File: src/fb_defines.svh
// size and address macros for the framebuffer video subsystem
// include wherever raster, fade or bus sizes are needed
`ifndef FB_DEFINES_SVH
`define FB_DEFINES_SVH

`define FB_WIDTH      16    // painted area
`define FB_HEIGHT     12
`define FB_PIXELS     192

`define H_ACTIVE      20    // horizontal raster in pixel clocks
`define H_TOTAL       28
`define H_SYNC_START  22
`define H_SYNC_END    24
`define V_ACTIVE      14    // vertical raster in lines
`define V_TOTAL       18
`define V_SYNC_START  15
`define V_SYNC_END    15

`define FADE_WAIT     2     // frames before the fade starts
`define FADE_RATE     4     // clocks per lfsr step
`define LFSR_SEED     8'h01

`define WB_ADR_W      9
`define WB_DAT_W      16
`define REG_CTRL      9'h110
`define REG_STATUS    9'h111
`define PAL_BASE      9'h100

`endif

File: src/fb_pkg.sv
// shared types for the framebuffer video subsystem
// imported by the interface and every design module

package fb_pkg;

    typedef logic signed [5:0] coord_t;   // screen coordinate
    typedef logic [7:0]        fb_addr_t; // framebuffer pixel address
    typedef logic [3:0]        cidx_t;    // palette colour index
    typedef logic [11:0]       rgb_t;     // 4 bits each of r, g, b
    typedef logic [7:0]        lfsr_t;

    // fizzlefade machine
    typedef enum logic [1:0] {
        FADE_IDLE,
        FADE_WAIT,
        FADE_RUN,
        FADE_DONE
    } fade_state_t;

endpackage

File: src/video_timing_if.sv
// raster timing bundle from the display timing generator
// source side drives, scanout and fade engine listen on the sink side
`timescale 1ns/10ps

interface video_timing_if import fb_pkg::*; ();

    coord_t sx;     // current column
    coord_t sy;     // current line
    logic   hsync;
    logic   vsync;
    logic   de;     // inside the active area
    logic   frame;  // first clock of a frame

    modport source (output sx, sy, hsync, vsync, de, frame);
    modport sink   (input  sx, sy, hsync, vsync, de, frame);

endinterface

File: src/display_timings.sv
// raster counters for the 28x18 display
// all outputs are registered and aligned with the coordinates
`timescale 1ns/10ps
`include "fb_defines.svh"

module display_timings import fb_pkg::*; (
    input  logic clk_pix,
    input  logic rst_n,
    video_timing_if.source vt
);

    coord_t x_nxt;
    coord_t y_nxt;

    // next position, wrapping at the raster totals
    always_comb begin
        if (vt.sx == coord_t'(`H_TOTAL - 1)) begin
            x_nxt = '0;
            if (vt.sy == coord_t'(`V_TOTAL - 1)) begin
                y_nxt = '0;
            end else begin
                y_nxt = vt.sy + coord_t'(1);
            end
        end else begin
            x_nxt = vt.sx + coord_t'(1);
            y_nxt = vt.sy;
        end
    end

    // start at the last raster position so the first clock after reset is the origin
    always_ff @(posedge clk_pix or negedge rst_n) begin
        if (!rst_n) begin
            vt.sx    <= coord_t'(`H_TOTAL - 1);
            vt.sy    <= coord_t'(`V_TOTAL - 1);
            vt.hsync <= 1'b0;
            vt.vsync <= 1'b0;
            vt.de    <= 1'b0;
            vt.frame <= 1'b0;
        end else begin
            vt.sx    <= x_nxt;
            vt.sy    <= y_nxt;
            vt.hsync <= (x_nxt >= `H_SYNC_START) && (x_nxt <= `H_SYNC_END);
            vt.vsync <= (y_nxt >= `V_SYNC_START) && (y_nxt <= `V_SYNC_END);
            vt.de    <= (x_nxt < `H_ACTIVE) && (y_nxt < `V_ACTIVE);
            vt.frame <= (x_nxt == 0) && (y_nxt == 0);
        end
    end

    a_frame_at_origin: assert property (
        @(posedge clk_pix) disable iff (!rst_n)
        vt.frame |-> (vt.sx == 0) && (vt.sy == 0)
    ) else $error("frame strobe away from the origin");

endmodule

File: src/fizzle_fade.sv
// fizzlefade engine, overwrites the framebuffer in lfsr order
// starts FADE_WAIT frames after fade_en rises and steps every FADE_RATE clocks
`timescale 1ns/10ps
`include "fb_defines.svh"

module fizzle_fade import fb_pkg::*; (
    input  logic     clk_pix,
    input  logic     rst_n,
    video_timing_if.sink vt,
    input  logic     fade_en,
    output logic     fade_we,
    output fb_addr_t fade_addr,
    output logic     fade_done
);

    localparam lfsr_t LFSR_TAPS = 8'hB8;  // x^8+x^6+x^5+x^4+1, maximal length
    localparam int    WAIT_W    = $clog2(`FADE_WAIT + 1);
    localparam int    RATE_W    = $clog2(`FADE_RATE);

    fade_state_t       state;
    lfsr_t             lfsr;
    lfsr_t             lfsr_nxt;
    lfsr_t             pix;        // lfsr state mapped onto 0..254
    logic [WAIT_W-1:0] frame_cnt;
    logic [RATE_W-1:0] rate_cnt;
    logic              step;

    assign lfsr_nxt  = lfsr[0] ? ((lfsr >> 1) ^ LFSR_TAPS) : (lfsr >> 1);
    assign pix       = lfsr - 1'b1;  // the lfsr never hits zero, so shift down to cover pixel 0
    assign step      = (state == FADE_RUN) && (rate_cnt == RATE_W'(`FADE_RATE - 1));
    assign fade_done = (state == FADE_DONE);

    always_ff @(posedge clk_pix or negedge rst_n) begin
        if (!rst_n) begin
            state     <= FADE_IDLE;
            lfsr      <= `LFSR_SEED;
            frame_cnt <= '0;
            rate_cnt  <= '0;
            fade_we   <= 1'b0;
        end else begin
            fade_we <= step && fade_en && (pix < `FB_PIXELS);  // off-screen states make no write
            if (!fade_en) begin
                state     <= FADE_IDLE;
                lfsr      <= `LFSR_SEED;
                frame_cnt <= '0;
                rate_cnt  <= '0;
            end else begin
                case (state)
                    FADE_IDLE: state <= FADE_WAIT;
                    FADE_WAIT: begin
                        if (vt.frame) begin
                            if (frame_cnt == WAIT_W'(`FADE_WAIT - 1)) begin
                                state <= FADE_RUN;
                            end else begin
                                frame_cnt <= frame_cnt + 1'b1;
                            end
                        end
                    end
                    FADE_RUN: begin
                        rate_cnt <= step ? '0 : rate_cnt + 1'b1;
                        if (step) begin
                            lfsr <= lfsr_nxt;
                            if (lfsr_nxt == `LFSR_SEED) begin
                                state <= FADE_DONE;  // full cycle of 255 states
                            end
                        end
                    end
                    default: ;  // FADE_DONE holds until fade_en drops
                endcase
            end
        end
    end

    always_ff @(posedge clk_pix) begin
        if (step) begin
            fade_addr <= fb_addr_t'(pix);
        end
    end

    // fade_we is registered, so it follows a RUN cycle by one clock
    a_we_from_run: assert property (
        @(posedge clk_pix) disable iff (!rst_n)
        fade_we |-> $past(state) == FADE_RUN
    ) else $error("fade write issued outside FADE_RUN");

endmodule

File: src/fb_wb_regs.sv
// wishbone classic slave for palette, fade control and framebuffer writes
// fade writes take the framebuffer port first, a clashing host write waits a clock
`timescale 1ns/10ps
`include "fb_defines.svh"

module fb_wb_regs import fb_pkg::*; (
    input  logic                 clk_pix,
    input  logic                 rst_n,
    input  logic                 wb_cyc,
    input  logic                 wb_stb,
    input  logic                 wb_we,
    input  logic [`WB_ADR_W-1:0] wb_adr,
    input  logic [`WB_DAT_W-1:0] wb_dat_w,
    output logic [`WB_DAT_W-1:0] wb_dat_r,
    output logic                 wb_ack,
    input  logic                 fade_we,
    input  fb_addr_t             fade_addr,
    input  logic                 fade_done,
    output logic                 fade_en,
    output logic                 fb_we,
    output fb_addr_t             fb_addr,
    output cidx_t                fb_cidx,
    input  cidx_t                pal_addr,
    output rgb_t                 pal_rgb
);

    rgb_t  pal [16];
    cidx_t fade_cidx;   // colour written by the fade
    logic  req;
    logic  hit_fb, hit_pal, hit_ctrl, hit_status;
    logic  host_fb_we;
    logic  collide;
    logic [`WB_DAT_W-1:0] rd_data;

    assign req        = wb_cyc && wb_stb && !wb_ack;  // a request is live until acked
    assign hit_fb     = wb_adr < `WB_ADR_W'(`FB_PIXELS);
    assign hit_pal    = {wb_adr[`WB_ADR_W-1:4], 4'h0} == `PAL_BASE;
    assign hit_ctrl   = wb_adr == `REG_CTRL;
    assign hit_status = wb_adr == `REG_STATUS;
    assign host_fb_we = req && wb_we && hit_fb;
    assign collide    = host_fb_we && fade_we;

    // framebuffer write port, fade first
    assign fb_we   = fade_we || host_fb_we;
    assign fb_addr = fade_we ? fade_addr : fb_addr_t'(wb_adr);
    assign fb_cidx = fade_we ? fade_cidx : cidx_t'(wb_dat_w);

    assign pal_rgb = pal[pal_addr];  // async lookup for scanout

    // framebuffer reads are not supported and return zero
    always_comb begin
        rd_data = '0;
        if (hit_pal) begin
            rd_data = `WB_DAT_W'(pal[wb_adr[3:0]]);
        end else if (hit_ctrl) begin
            rd_data = `WB_DAT_W'({fade_cidx, 3'b000, fade_en});
        end else if (hit_status) begin
            rd_data = `WB_DAT_W'(fade_done);
        end
    end

    always_ff @(posedge clk_pix or negedge rst_n) begin
        if (!rst_n) begin
            wb_ack    <= 1'b0;
            fade_en   <= 1'b0;
            fade_cidx <= '0;
        end else begin
            wb_ack <= req && !collide;  // a deferred write acks one clock later
            if (req && wb_we && hit_ctrl) begin
                fade_en   <= wb_dat_w[0];
                fade_cidx <= wb_dat_w[7:4];
            end
        end
    end

    always_ff @(posedge clk_pix) begin
        if (req && wb_we && hit_pal) begin
            pal[wb_adr[3:0]] <= rgb_t'(wb_dat_w);
        end
        if (req) begin
            wb_dat_r <= rd_data;
        end
    end

    a_ack_single: assert property (
        @(posedge clk_pix) disable iff (!rst_n)
        wb_ack |=> !wb_ack
    ) else $error("wishbone ack held for two cycles");

endmodule

File: src/fb_scanout.sv
// framebuffer memory and scanout path through the palette
// colour, syncs and de leave three clocks after the coordinates
`timescale 1ns/10ps
`include "fb_defines.svh"

module fb_scanout import fb_pkg::*; (
    input  logic     clk_pix,
    input  logic     rst_n,
    video_timing_if.sink vt,
    input  logic     fb_we,
    input  fb_addr_t fb_addr,
    input  cidx_t    fb_cidx,
    output cidx_t    pal_addr,
    input  rgb_t     pal_rgb,
    output logic     hsync,
    output logic     vsync,
    output logic     de,
    output rgb_t     rgb
);

    cidx_t      fb_mem [`FB_PIXELS];
    fb_addr_t   rd_cnt;
    fb_addr_t   rd_addr;
    cidx_t      mem_cidx;
    logic       paint;
    // first two stages of the delay lines, the output registers are the third
    logic [1:0] paint_sr;
    logic [1:0] hs_sr;
    logic [1:0] vs_sr;
    logic [1:0] de_sr;

    assign paint = (vt.sx >= 0) && (vt.sx < `FB_WIDTH) &&
                   (vt.sy >= 0) && (vt.sy < `FB_HEIGHT);

    // frame falls on pixel 0, so the address restarts in the same clock
    assign rd_addr = vt.frame ? '0 : rd_cnt;

    always_ff @(posedge clk_pix or negedge rst_n) begin
        if (!rst_n) begin
            rd_cnt <= '0;
        end else if (paint) begin
            rd_cnt <= rd_addr + 1'b1;
        end else begin
            rd_cnt <= rd_addr;
        end
    end

    // simple dual-port memory, then the palette register
    always_ff @(posedge clk_pix) begin
        if (fb_we) begin
            fb_mem[fb_addr] <= fb_cidx;
        end
        if (paint) begin
            mem_cidx <= fb_mem[rd_addr];
        end
        pal_addr <= mem_cidx;
    end

    always_ff @(posedge clk_pix or negedge rst_n) begin
        if (!rst_n) begin
            paint_sr <= '0;
            hs_sr    <= '0;
            vs_sr    <= '0;
            de_sr    <= '0;
            hsync    <= 1'b0;
            vsync    <= 1'b0;
            de       <= 1'b0;
            rgb      <= '0;
        end else begin
            paint_sr <= {paint_sr[0], paint};
            hs_sr    <= {hs_sr[0], vt.hsync};
            vs_sr    <= {vs_sr[0], vt.vsync};
            de_sr    <= {de_sr[0], vt.de};
            hsync    <= hs_sr[1];
            vsync    <= vs_sr[1];
            de       <= de_sr[1];
            rgb      <= paint_sr[1] ? pal_rgb : '0;  // black outside the painted area
        end
    end

endmodule

File: src/fb_display_top.sv
// top level of the framebuffer video subsystem
// host access over wishbone classic, video out as rgb with syncs and de
`timescale 1ns/10ps
`include "fb_defines.svh"

module fb_display_top import fb_pkg::*; (
    input  logic                 clk_pix,
    input  logic                 rst_n,
    input  logic                 wb_cyc,
    input  logic                 wb_stb,
    input  logic                 wb_we,
    input  logic [`WB_ADR_W-1:0] wb_adr,
    input  logic [`WB_DAT_W-1:0] wb_dat_w,
    output logic [`WB_DAT_W-1:0] wb_dat_r,
    output logic                 wb_ack,
    output logic                 hsync,
    output logic                 vsync,
    output logic                 de,
    output rgb_t                 rgb
);

    logic     fade_en;
    logic     fade_we;
    fb_addr_t fade_addr;
    logic     fade_done;
    logic     fb_we;       // merged host and fade write
    fb_addr_t fb_addr;
    cidx_t    fb_cidx;
    cidx_t    pal_addr;
    rgb_t     pal_rgb;

    video_timing_if vt ();

    display_timings u_timings (
        .clk_pix (clk_pix),
        .rst_n   (rst_n),
        .vt      (vt.source)
    );

    fizzle_fade u_fade (
        .clk_pix   (clk_pix),
        .rst_n     (rst_n),
        .vt        (vt.sink),
        .fade_en   (fade_en),
        .fade_we   (fade_we),
        .fade_addr (fade_addr),
        .fade_done (fade_done)
    );

    fb_wb_regs u_regs (
        .clk_pix   (clk_pix),
        .rst_n     (rst_n),
        .wb_cyc    (wb_cyc),
        .wb_stb    (wb_stb),
        .wb_we     (wb_we),
        .wb_adr    (wb_adr),
        .wb_dat_w  (wb_dat_w),
        .wb_dat_r  (wb_dat_r),
        .wb_ack    (wb_ack),
        .fade_we   (fade_we),
        .fade_addr (fade_addr),
        .fade_done (fade_done),
        .fade_en   (fade_en),
        .fb_we     (fb_we),
        .fb_addr   (fb_addr),
        .fb_cidx   (fb_cidx),
        .pal_addr  (pal_addr),
        .pal_rgb   (pal_rgb)
    );

    fb_scanout u_scanout (
        .clk_pix  (clk_pix),
        .rst_n    (rst_n),
        .vt       (vt.sink),
        .fb_we    (fb_we),
        .fb_addr  (fb_addr),
        .fb_cidx  (fb_cidx),
        .pal_addr (pal_addr),
        .pal_rgb  (pal_rgb),
        .hsync    (hsync),
        .vsync    (vsync),
        .de       (de),
        .rgb      (rgb)
    );

endmodule

File: config.mk
export PLATFORM = sky130hd
export DESIGN_NAME = fb_display_top
export DESIGN_NICKNAME = d
export VERILOG_FILES = /design/src/fb_pkg.sv /design/src/video_timing_if.sv /design/src/display_timings.sv /design/src/fizzle_fade.sv /design/src/fb_wb_regs.sv /design/src/fb_scanout.sv /design/src/fb_display_top.sv
export VERILOG_INCLUDE_DIRS = /design/src /design/src/src
export SDC_FILE = /design/constraint.sdc
export NUM_CORES = 1
export LEC_CHECK = 0
export BUFFER_PORTS_ARGS = -buffer_cell sky130_fd_sc_hd__clkbuf_2
export CORE_ASPECT_RATIO = 1.4
export CORE_UTILIZATION = 40
export DETAILED_ROUTE_END_ITERATION = 6
export SLEW_MARGIN = 20
export SYNTH_ARGS = -nofsm -noshare
export SYNTH_HDL_FRONTEND = slang
export SYNTH_SLANG_ARGS = --single-unit
File: constraint.sdc
create_clock -name clk_pix -period 8.8 [get_ports clk_pix]
set_input_delay 1.32 -clock clk_pix [delete_from_list [all_inputs] [get_ports clk_pix]]
set_output_delay 1.32 -clock clk_pix [all_outputs]
set_load 0.02 [all_outputs]
After elaboration in Yosys (flattened, before gate mapping)
Memories as Yosys holds them, arrays and structs flattened. A register that Yosys moved wholly into a read port is not among the register bits. Cells that the tools add are included.

Logic and storage cells: 128. Bits in registers: 92. Bits in writable memories: 960. Memories kept: 2.

Memories: u_scanout.fb_mem (words 192, bits a word 4, read ports 1, clocked after Yosys merged registers in 1, wr ports 1, line fb_scanout.sv:21) `` cidx_t fb_mem [`FB_PIXELS]; ``; u_regs.pal (words 16, bits a word 12, read ports 2, clocked after Yosys merged registers in 1, wr ports 1, line fb_wb_regs.sv:27) `rgb_t pal [16];`.

Bitwise operators: 1. Add/sub/neg operators: 6. Muxes and demuxes: 32. Equal/unequal tests: 21. $lt $le $gt $ge: 12. Reductions and logical operators: 28.

Operator list (count): zero test 32 bit (2); two-way mux 8 bit (8); two-way mux 12 bit (2); two-way mux 2 bit (12); == test 9 bit (second input constant) (2); logical AND 1 bit (18); two-way mux 6 bit (3); adder 6 x 2 -> 6 bit (second input constant) (2); == test 6 bit (second input constant) (2); greater-or-equal comparator 6 x 1 -> 1 bit (second input constant) (2); < comparator 6 x 5 -> 1 bit (second input constant) (2); < comparator 6 bit (second input constant) (2); inequality test 3 bit (second input constant) (4); inequality test 2 bit (second input constant) (5); < comparator 9 x 8 -> 1 bit (second input constant) (1); adder 8 x 1 -> 8 bit (second input constant) (1); == test 8 x 1 -> 1 bit (second input constant) (1); < comparator 8 bit (second input constant) (1); subtractor 8 x 1 -> 8 bit (second input constant) (1); == test 2 bit (second input constant) (3); greater-or-equal comparator 6 x 5 -> 1 bit (second input constant) (1); greater-or-equal comparator 6 bit (second input constant) (1); <= comparator 6 x 5 -> 1 bit (second input constant) (1); <= comparator 6 bit (second input constant) (1); other kinds (15) (22).

Depth between registers and ports, before layout
Gate-level depths: netlist (run 1).

Depth in word-level cells: 7. Gate-level depth with buffers: 12. Depth with buffers taken out: 8.

Hierarchy
From an unflattened synthesis (run 1), not the netlist that was laid out.

Cells, all modules: 2807. Area total of the unflattened synthesis: 44581.5 um^2.

Modules (own cells, without submodules): fb_scanout (area each 32610.0 um^2, times used 1, sequential area each 24038.1 um^2, cells an instance 2129); fb_wb_regs (area each 9733.1 um^2, times used 1, sequential area each 6276.0 um^2, cells an instance 460); fizzle_fade (area each 1176.1 um^2, times used 1, sequential area each 616.8 um^2, cells an instance 106); display_timings (area each 1062.3 um^2, times used 1, sequential area each 407.9 um^2, cells an instance 112).

Worst setup path after synthesis (run 1)
No wires, ideal clock.

Path kind: input to register. From: input wb_stb. To: memory u_scanout.fb_mem[159][0] in the netlist's numbering (enable). Arrival: 3089 ps. Stages: 8. Setup slack: 5382 ps. Cells stage by stage: and3b_1 nand2_1 a211oi_1 a22oi_1 nor2_1 nand2_1 clkbuf_1 nor2_1.

Word-level cells in the longest chain between the ends: 7.

RTL lines: from (decl) (line fb_display_top.sv:10) `input logic wb_stb,`; logical AND 1 bit (2 in series) (line fb_wb_regs.sv:35) `assign req = wb_cyc && wb_stb && !wb_ack;`; logical AND 1 bit (2 in series) (line fb_wb_regs.sv:40) `assign host_fb_we = req && wb_we && hit_fb;`; logical OR 1 bit (line fb_wb_regs.sv:44) `assign fb_we = fade_we || host_fb_we;`; two-way mux 1 bit (line fb_scanout.sv:50) `if (fb_we) begin`; two-way mux 1 bit (implied by the code) (line fb_scanout.sv:51) `fb_mem[fb_addr] <= fb_cidx;`; to (decl) (line fb_scanout.sv:21).

Every way passes these cells.

Worst setup path in the final report (run 1)
From: register u_timings.vt.frame. To: register u_scanout.mem_cidx[3], read port of u_scanout.fb_mem, data pin.

Word-level cells in the longest chain between the ends: 1.

RTL lines: from (decl) (line video_timing_if.sv:14) `modport source (output sx, sy, hsync, vsync, de, frame);`; from (signal assigned) (line display_timings.sv:45) `vt.frame <= (x_nxt == 0) && (y_nxt == 0);`; two-way mux 8 bit (line fb_scanout.sv:36) `assign rd_addr = vt.frame ? '0 : rd_cnt;`; to (decl) (line fb_scanout.sv:24) `cidx_t mem_cidx;`.

Every way passes these cells. A chain may end at the register's enable or synchronous reset.

==> flow_metrics.py, run 1 <==
metrics = {
    "sta": {
        "rsz0062_at_grt": "false",
        "fmax_mhz": 198,
        "drv_slew": 0,
        "tightest_slew_ns": 1.21,
        "finClkSkew_ns": 0.0288,
        "hold_viol_final": 0,
        "fin_hold_ws_ns": 0.351,
        "relSlewSlack_pct": 19.2,
        "finalCriticalPeriod_ns": 5.05,
        "setup_viol": 0,
        "post-route-period-util_pct": 57.4,
        "tns_ns": 0,
    },
    "layout": {
        "final_layout_size_suffix_gt1_share_pct": 15.7,
        "final_nets": 2971,
        "syn2layout_area_growth_pct": 11.5,
    },
    "clock_network": {
        "postCtsSetupBuffers": 0,
        "cts_root_buffer": "clkbuf_16",
        "ctsLongestPathBuffers": 3,
        "cts.repair.resized": 0,
        "clk_pin_slew_worst_paths_ns": 0.07,
        "cts_max_level": 3,
        "cts_tree": "built",
        "hold_buffers": 0,
        "cts.sinks": 1056,
        "numCtsBuffers": 100,
        "clock_latency_ns": 0.70,
    },
    "floorplanning": {
        "die_w_um": 283,
        "io_pins": 62,
        "rows": 143,
        "start_util_pct": 40.5,
        "die_area_um2": 112000,
        "core-area_um2": 109000,
        "die_h_um": 395,
    },
    "route": {
        "firstDrtPassIters": 6,
        "routed_via_density": 5.80,
        "routed_wl_mm": 117,
        "wl_per_cell_um": 26.3,
        "drtIter0Drc": 2276,
        "vias": 25900,
        "ant_nets": 0,
        "drc": 0,
    },
    "power": {
        "p_sw_share_pct": 19.9,
        "p_sw_mw": 2.02,
        "leakage_nw": 16.1,
        "combPwrFrac_pct": 1.8,
        "powerDensity_nw_per_um2": 206,
        "ir_drop_uv": 161,
        "seqPwrFrac_pct": 54.2,
        "p_clk_share_pct": 44.0,
        "p_int_mw": 8.11,
    },
    "synthesis": {
        "ys_async_sr_fraction_pct": 6.44,
        "yosysTopAreaCell": "edfxtp_1",
        "synth-seq-cells": 1056,
        "synth_top_area_share_pct": 66.9,
        "synth_warnings": 0,
        "yosys-top-cells-area": "edfxtp_1 (67%), mux4_2 (6.2%), mux2i_1 (3.8%)",
        "synth-main-ff-cell": "edfxtp_1",
        "netlist_area_um2": 44200,
        "yosysMostFrequentCell": "edfxtp_1",
        "syn_inst": 2930,
        "synth-edff-count": 984,
        "synth.cells.most_frequent": "edfxtp_1 (984), nand2_1 (324), nor2_1 (271)",
        "avgSynthCellArea_um2": 15.1,
        "synthDistinctLibCells": 72,
        "ys_seq_area_share_pct": 71.0,
    },
    "placed_design": {
        "hpwl_mm": 71.9,
        "port_buffers": 53,
        "place.gp.congestion": 0.880,
    },
    "worst_setup_path": {
        "ff2ff_path_depth": 10,
        "endpoint_kind": "register",
        "rr_endpoint": "u_scanout.mem_cidx[3]$_DFFE_PP_",
        "cp.arrival_ns": 5.41,
        "r2r_slack_ns": 3.75,
        "critical_path_class": "reg -> reg",
        "r2r-start": "u_timings.vt.frame$_DFF_PN0_",
        "cp.required_ns": 9.16,
        "path_max_fanout": 45,
        "cp-start-kind": "register",
    },
    "hold_path": {
        "whs_path_depth": 0,
        "min_delay_worst_endpoint": "u_scanout.vsync$_DFF_PN0_",
        "min-delay-start": "u_scanout.vs_sr[1]$_DFF_PN0_",
        "hold_class": "reg -> reg",
    },
    "run_status": {
        "run_status": "finished, final reports clean",
    },
    "global_route": {
        "met3_usage_pct": 2.66,
        "met1_usage_pct": 25.5,
        "grt_pass1_wl_mm": 171,
        "antenna_found_initial": 2,
        "grt_pass1_vias": 26500,
        "grt_max_degree": 126,
        "grt-ovfl-total": 0,
        "globalRoute.busiestLayer": "met2",
        "grt_use_total_pct": 21.0,
        "grt_use_met2_pct": 36.7,
    },
    "job": {
        "drv_cap": 0,
    },
}
-- sequential cells by signal, indices dropped and copies added (netlist names), 2 cells and up, named ones only --
| signal | cells |
|---|---|
| u_scanout.rd_cnt | 8 |
| u_fade.state | 2 |
| u_scanout.fb_mem | 768 |
| u_regs.wb_dat_r | 12 |
| u_scanout.hs_sr | 2 |
| u_fade.fade_addr | 8 |
| u_regs.pal | 192 |
| u_fade.lfsr | 8 |
| u_scanout.rgb | 12 |
| u_fade.rate_cnt | 2 |
| u_timings.vt.sx | 6 |
| u_scanout.de_sr | 2 |
| u_scanout.vs_sr | 2 |
| u_regs.fade_cidx | 4 |
| u_timings.vt.sy | 6 |
| u_scanout.mem_cidx | 4 |
| u_scanout.paint_sr | 2 |
| u_fade.frame_cnt | 2 |
-- placed cells by master, fill, tap and decap left out, types with 6 or more instances in the layout --
cell type | synthesis | routed
a221o_1 | 6 | 6
edfxtp_1 | 984 | 984
nand2b_1 | 13 | 11
xor2_1 | 11 | 11
clkinv_2 | 0 | 27
a311oi_1 | 21 | 21
o32ai_1 | 9 | 9
nor2b_1 | 24 | 22
nand4_1 | 11 | 11
nor2_1 | 271 | 255
buf_4 | 21 | 43
inv_1 | 44 | 43
dfrtp_1 | 61 | 56
clkinv_1 | 0 | 10
a32oi_1 | 16 | 16
dfstp_2 | 7 | 7
a211oi_1 | 24 | 24
o21ai_0 | 81 | 81
a21oi_1 | 136 | 136
clkinvlp_4 | 0 | 9
mux2i_1 | 168 | 168
o22ai_1 | 15 | 15
nor3_1 | 17 | 17
mux4_2 | 121 | 121
clkbuf_16 | 0 | 103
ha_1 | 13 | 13
clkbuf_2 | 0 | 51
nor2_2 | 0 | 13
a221oi_1 | 35 | 35
bufinv_16 | 0 | 15
clkbuf_1 | 101 | 13
nand2_1 | 324 | 324
mux2_2 | 48 | 44
xnor2_1 | 13 | 13
a31oi_1 | 23 | 23
and2_1 | 26 | 26
o221ai_1 | 30 | 30
nand3_1 | 98 | 98
-- worst max path at each step --
| stage | startpoint | endpoint | slack [ns] | cells past startpoint |
|---|---|---|---|---|
| final | u_timings.vt.frame$_DFF_PN0_ | u_scanout.mem_cidx[3]$_DFFE_PP_ | 3.75 | 10 |
| after global routing | u_timings.vt.frame$_DFF_PN0_ | u_scanout.mem_cidx[2]$_DFFE_PP_ | 3.68 | 11 |
| after CTS | u_scanout.rd_cnt[1]$_DFF_PN0_ | u_scanout.mem_cidx[3]$_DFFE_PP_ | 3.85 | 9 |
| after detailed placement | wb_stb | u_scanout.fb_mem[125][1]$_DFFE_PP_ | 3.56 | 8 |
| after global placement | wb_stb | u_scanout.fb_mem[133][1]$_DFFE_PP_ | 3.69 | 8 |
| after floorplan | wb_stb | u_scanout.fb_mem[159][0]$_DFFE_PP_ | 5.38 | 8 |
-- through the flow --
stage	util, %	cell area, um2	cells	worst slack, ns	power (mW)
CTS	45.2	49200	4457	3.85	10.2
detailed placement	42.1	45800	4275	3.56	5.78
global route	45.2	49200	4460	3.68	10.4
global placement	42.0	45800	4275	3.69	5.77
floorplan	-	44200	2933	5.38	5.69
finish	45.2	49200	4460	3.75	10.1
-- power by group through the flow --
stage	registers, mW	clock network, mW	logic [mW]
6_report	5.49	4.46	0.181
5_1_grt	5.48	4.69	0.195
4_1_cts	5.49	4.52	0.185
3_5_place_dp	5.59	0	0.185
3_3_place_gp	5.59	0	0.178
2_1_floorplan	5.60	0	0.0892
-- routing by layer --
layer	vias to the layer above	wire length [um]
met2	1041	60800
met3	263	6770
met4	0	5640
li1	11200	-
met1	13300	43900
met5	-	0
-- worst max-delay path: stages (launching register included) --
cell      delay, ns
dfrtp_2        0.34
buf_4          0.34
nand2b_4       0.60
clkinv_2       0.74
buf_4          0.55
nor2_1         0.52
a221oi_1       0.16
a21oi_1        0.24
o32ai_1        0.13
a211oi_1       0.77
a221oi_1       0.27
-- cells by family after synthesis --
family,after synthesis,synth area share [%]
fa+ha+maj,13,0.368
compound gates,435,6.51
mux,337,11.2
flops,1056,71.0
other cells,1,0.00849
simple gates,815,8.00
xor+xnor,24,0.476
buf+inv,249,2.48
-- area by class of cell --
type / instances / area [um2]
Clock buffer: 116 / 2630
Multi-Input combinational cell: 1628 / 11900
Sequential cell: 1056 / 31400
Tap cell: 1450 / 1810
Fill cell: 9494 / 59700
Inverter: 46 / 175
Timing Repair Buffer: 96 / 618
Clock inverter: 66 / 744
Antenna cell: 2 / 5.00
Note: power is estimated with default switching activity, not from simulation.
==> run 2: changes to the inputs <==
clock period = 4.7 ns   (was 8.8 ns; I/O delays follow)
==> run 2 against run 1 <==
Net effect:
- sequential power increased by 88%
- critical path depth decreased by 3
- die area unchanged
- fmax rose by 34%
- non-clock buffer count is 65 higher
- register-to-register slack got worse by 2.8 ns
- flip-flop and latch count did not move
- global-route usage up 0.23 points
==> flow_metrics.py, run 2 (synthesis results as in run 1) <==
metrics = {
    "run_status": {
        "run_status": "finished, final reports clean",
    },
    "worst_setup_path": {
        "r2r_slack_ns": 0.93,
        "path_cells": "buf_4, mux2i_1, a221oi_1, a311oi_1, o22ai_1, a2111oi_0, a211oi_1",
        "critical_path_class": "reg -> reg",
        "cp.required_ns": 5.12,
        "cp.arrival_ns": 4.19,
        "slowest_stage": "a2111oi_0",
        "cp-start-kind": "register",
        "path_max_fanout": 40,
        "cpPeakStageDelay_ns": 0.89,
        "endpoint_kind": "register",
        "worstPathBufferInverterCount": 1,
        "cpLargestDelayFamily": "compound AO/OA/AOI/OAI gates",
    },
    "sta": {
        "drv_slew": 0,
        "post-route-period-util_pct": 80.3,
        "rsz0062_at_grt": "false",
        "tightest_slew_ns": 1.02,
        "finClkSkew_ns": 0.0361,
        "finalCriticalPeriod_ns": 3.77,
        "fmax_mhz": 265,
        "setup_viol": 0,
        "hold_viol_final": 0,
        "relSlewSlack_pct": 30.1,
        "tns_ns": 0,
    },
    "route": {
        "vias": 25900,
        "ant_nets": 0,
        "routed_via_density": 5.72,
        "drtIter0Drc": 2375,
        "wl_per_cell_um": 26.1,
        "routed_wl_mm": 118,
        "firstDrtPassIters": 6,
        "drc": 0,
    },
    "job": {
        "drv_cap": 0,
    },
    "layout": {
        "regMostFlops": "u_scanout.fb_mem",
        "antennaDiodeCount": 0,
        "syn2layout_area_growth_pct": 12.9,
        "final_nets": 3035,
        "fillers": 9434,
        "final_util_pct": 45.7,
        "final_common_cell": "edfxtp_1",
        "final_layout_size_suffix_gt1_share_pct": 16.7,
        "largest_reg_flops": 768,
        "final_cell_mix": "edfxtp_1 (984), nand2_1 (323), nor2_1 (271)",
    },
    "floorplanning": {
        "start_util_pct": 40.5,
        "die_area_um2": 112000,
        "rows": 143,
        "io_pins": 62,
        "core-area_um2": 109000,
        "die_h_um": 395,
        "die_w_um": 283,
    },
    "global_route": {
        "grt_use_met2_pct": 37.9,
        "globalRoute.busiestLayer": "met2",
        "met3_usage_pct": 2.88,
        "grt-ovfl-total": 0,
        "antenna_found_initial": 1,
        "grt_use_total_pct": 21.3,
        "met1_usage_pct": 25.2,
        "grt_pass1_wl_mm": 173,
        "grt_max_degree": 135,
        "grt_pass1_vias": 26700,
    },
    "clock_network": {
        "cts_root_buffer": "clkbuf_16",
        "clock_latency_ns": 0.72,
        "cts.sinks": 1056,
        "cts_tree": "built",
        "clk_pin_slew_worst_paths_ns": 0.07,
        "numCtsBuffers": 99,
        "cts_max_level": 3,
        "postCtsSetupBuffers": 0,
        "ctsLongestPathBuffers": 3,
    },
    "hold_path": {
        "hold_class": "reg -> reg",
    },
    "placed_design": {
        "place.gp.congestion": 0.924,
        "hpwl_mm": 74.6,
        "port_buffers": 53,
    },
    "power": {
        "ir_drop_uv": 282,
        "design_power_total_mw": 19.1,
        "powerDensity_nw_per_um2": 383,
        "leakage_nw": 16.5,
    },
}
==> run 2: cell types whose count changed in the layout (fill, tap and decap cells not counted), sizes merged <==
cell         delta
clkinvlp        -6
diode           -2
dlygate4sd3     +1
clkbuf         +12
inv             -2
clkinv          -1
buf            +64
==> run 2: metrics by stage <==
stage | hold WS [ns] | std cells | area (um2) | worst slack (ns)
after global routing | 0.352 | 4526 | 49800 | 0.797
after global placement | 0.338 | 4339 | 46400 | 0.853
after CTS | 0.345 | 4525 | 49800 | 0.910
after detailed placement | 0.330 | 4339 | 46400 | 0.912
final | 0.344 | 4526 | 49800 | 0.928
after floorplan | 0.323 | 2933 | 44200 | 1.87
==> run 2: timing repair <==
action,in CTS,in global routing
resized for setup,0,0
hold buffers,1,0
hold endpoints to repair,7,0
==> run 2: final timing paths <==
check	start	endpoint	cells after the start
min reg2reg	u_scanout.de_sr[1]$_DFF_PN0_	u_scanout.de$_DFF_PN0_	0
max reg2reg	u_scanout.rd_cnt[0]$_DFF_PN0_	u_scanout.mem_cidx[0]$_DFFE_PP_	7
min in group asynchronous	rst_n	u_scanout.rgb[10]$_DFF_PN0_	2
max	u_scanout.rd_cnt[0]$_DFF_PN0_	u_scanout.mem_cidx[0]$_DFFE_PP_	7
min	u_scanout.de_sr[1]$_DFF_PN0_	u_scanout.de$_DFF_PN0_	0
max in group asynchronous	rst_n	u_fade.fade_we$_DFF_PN0_	3
==> run 2: layout make-up <==
type | count | area [um2] | share of cell area (%)
clock inverters | 57 | 743 | 1.49
inverters | 46 | 175 | 0.351
well taps | 1450 | 1810 | 3.64
clock buffers | 128 | 2710 | 5.43
multi-input cells | 1628 | 11800 | 23.7
repair buffers | 161 | 1220 | 2.44
flip-flops and latches | 1056 | 31400 | 62.9
==> run 2: worst register-to-register path, delay by kind of cell (launching register included) <==
| kind | cells | cell delay (ns) |
|---|---|---|
| compound gates | 5 | 1.59 |
| buf+inv | 1 | 0.58 |
| flops | 1 | 0.80 |
| mux | 1 | 0.52 |
==> run 2: per-layer routing <==
metal | share of wire (%) | wire (um) | up-vias
li1 | - | - | 11400
met5 | 0.0085 | 10 | -
met3 | 5.4 | 6390 | 224
met2 | 53 | 62700 | 959
met1 | 37 | 44000 | 13300
met4 | 4.2 | 5020 | 2
==> run 2: power breakdown <==
| group | internal, mW | switching [mW] | leakage (nW) |
|---|---|---|---|
| registers | 10.3 | 0.00212 | 9.79 |
| logic | 0.0903 | 0.264 | 5.02 |
| clock network | 4.92 | 3.54 | 1.68 |
| total | 15.3 | 3.80 | 16.5 |
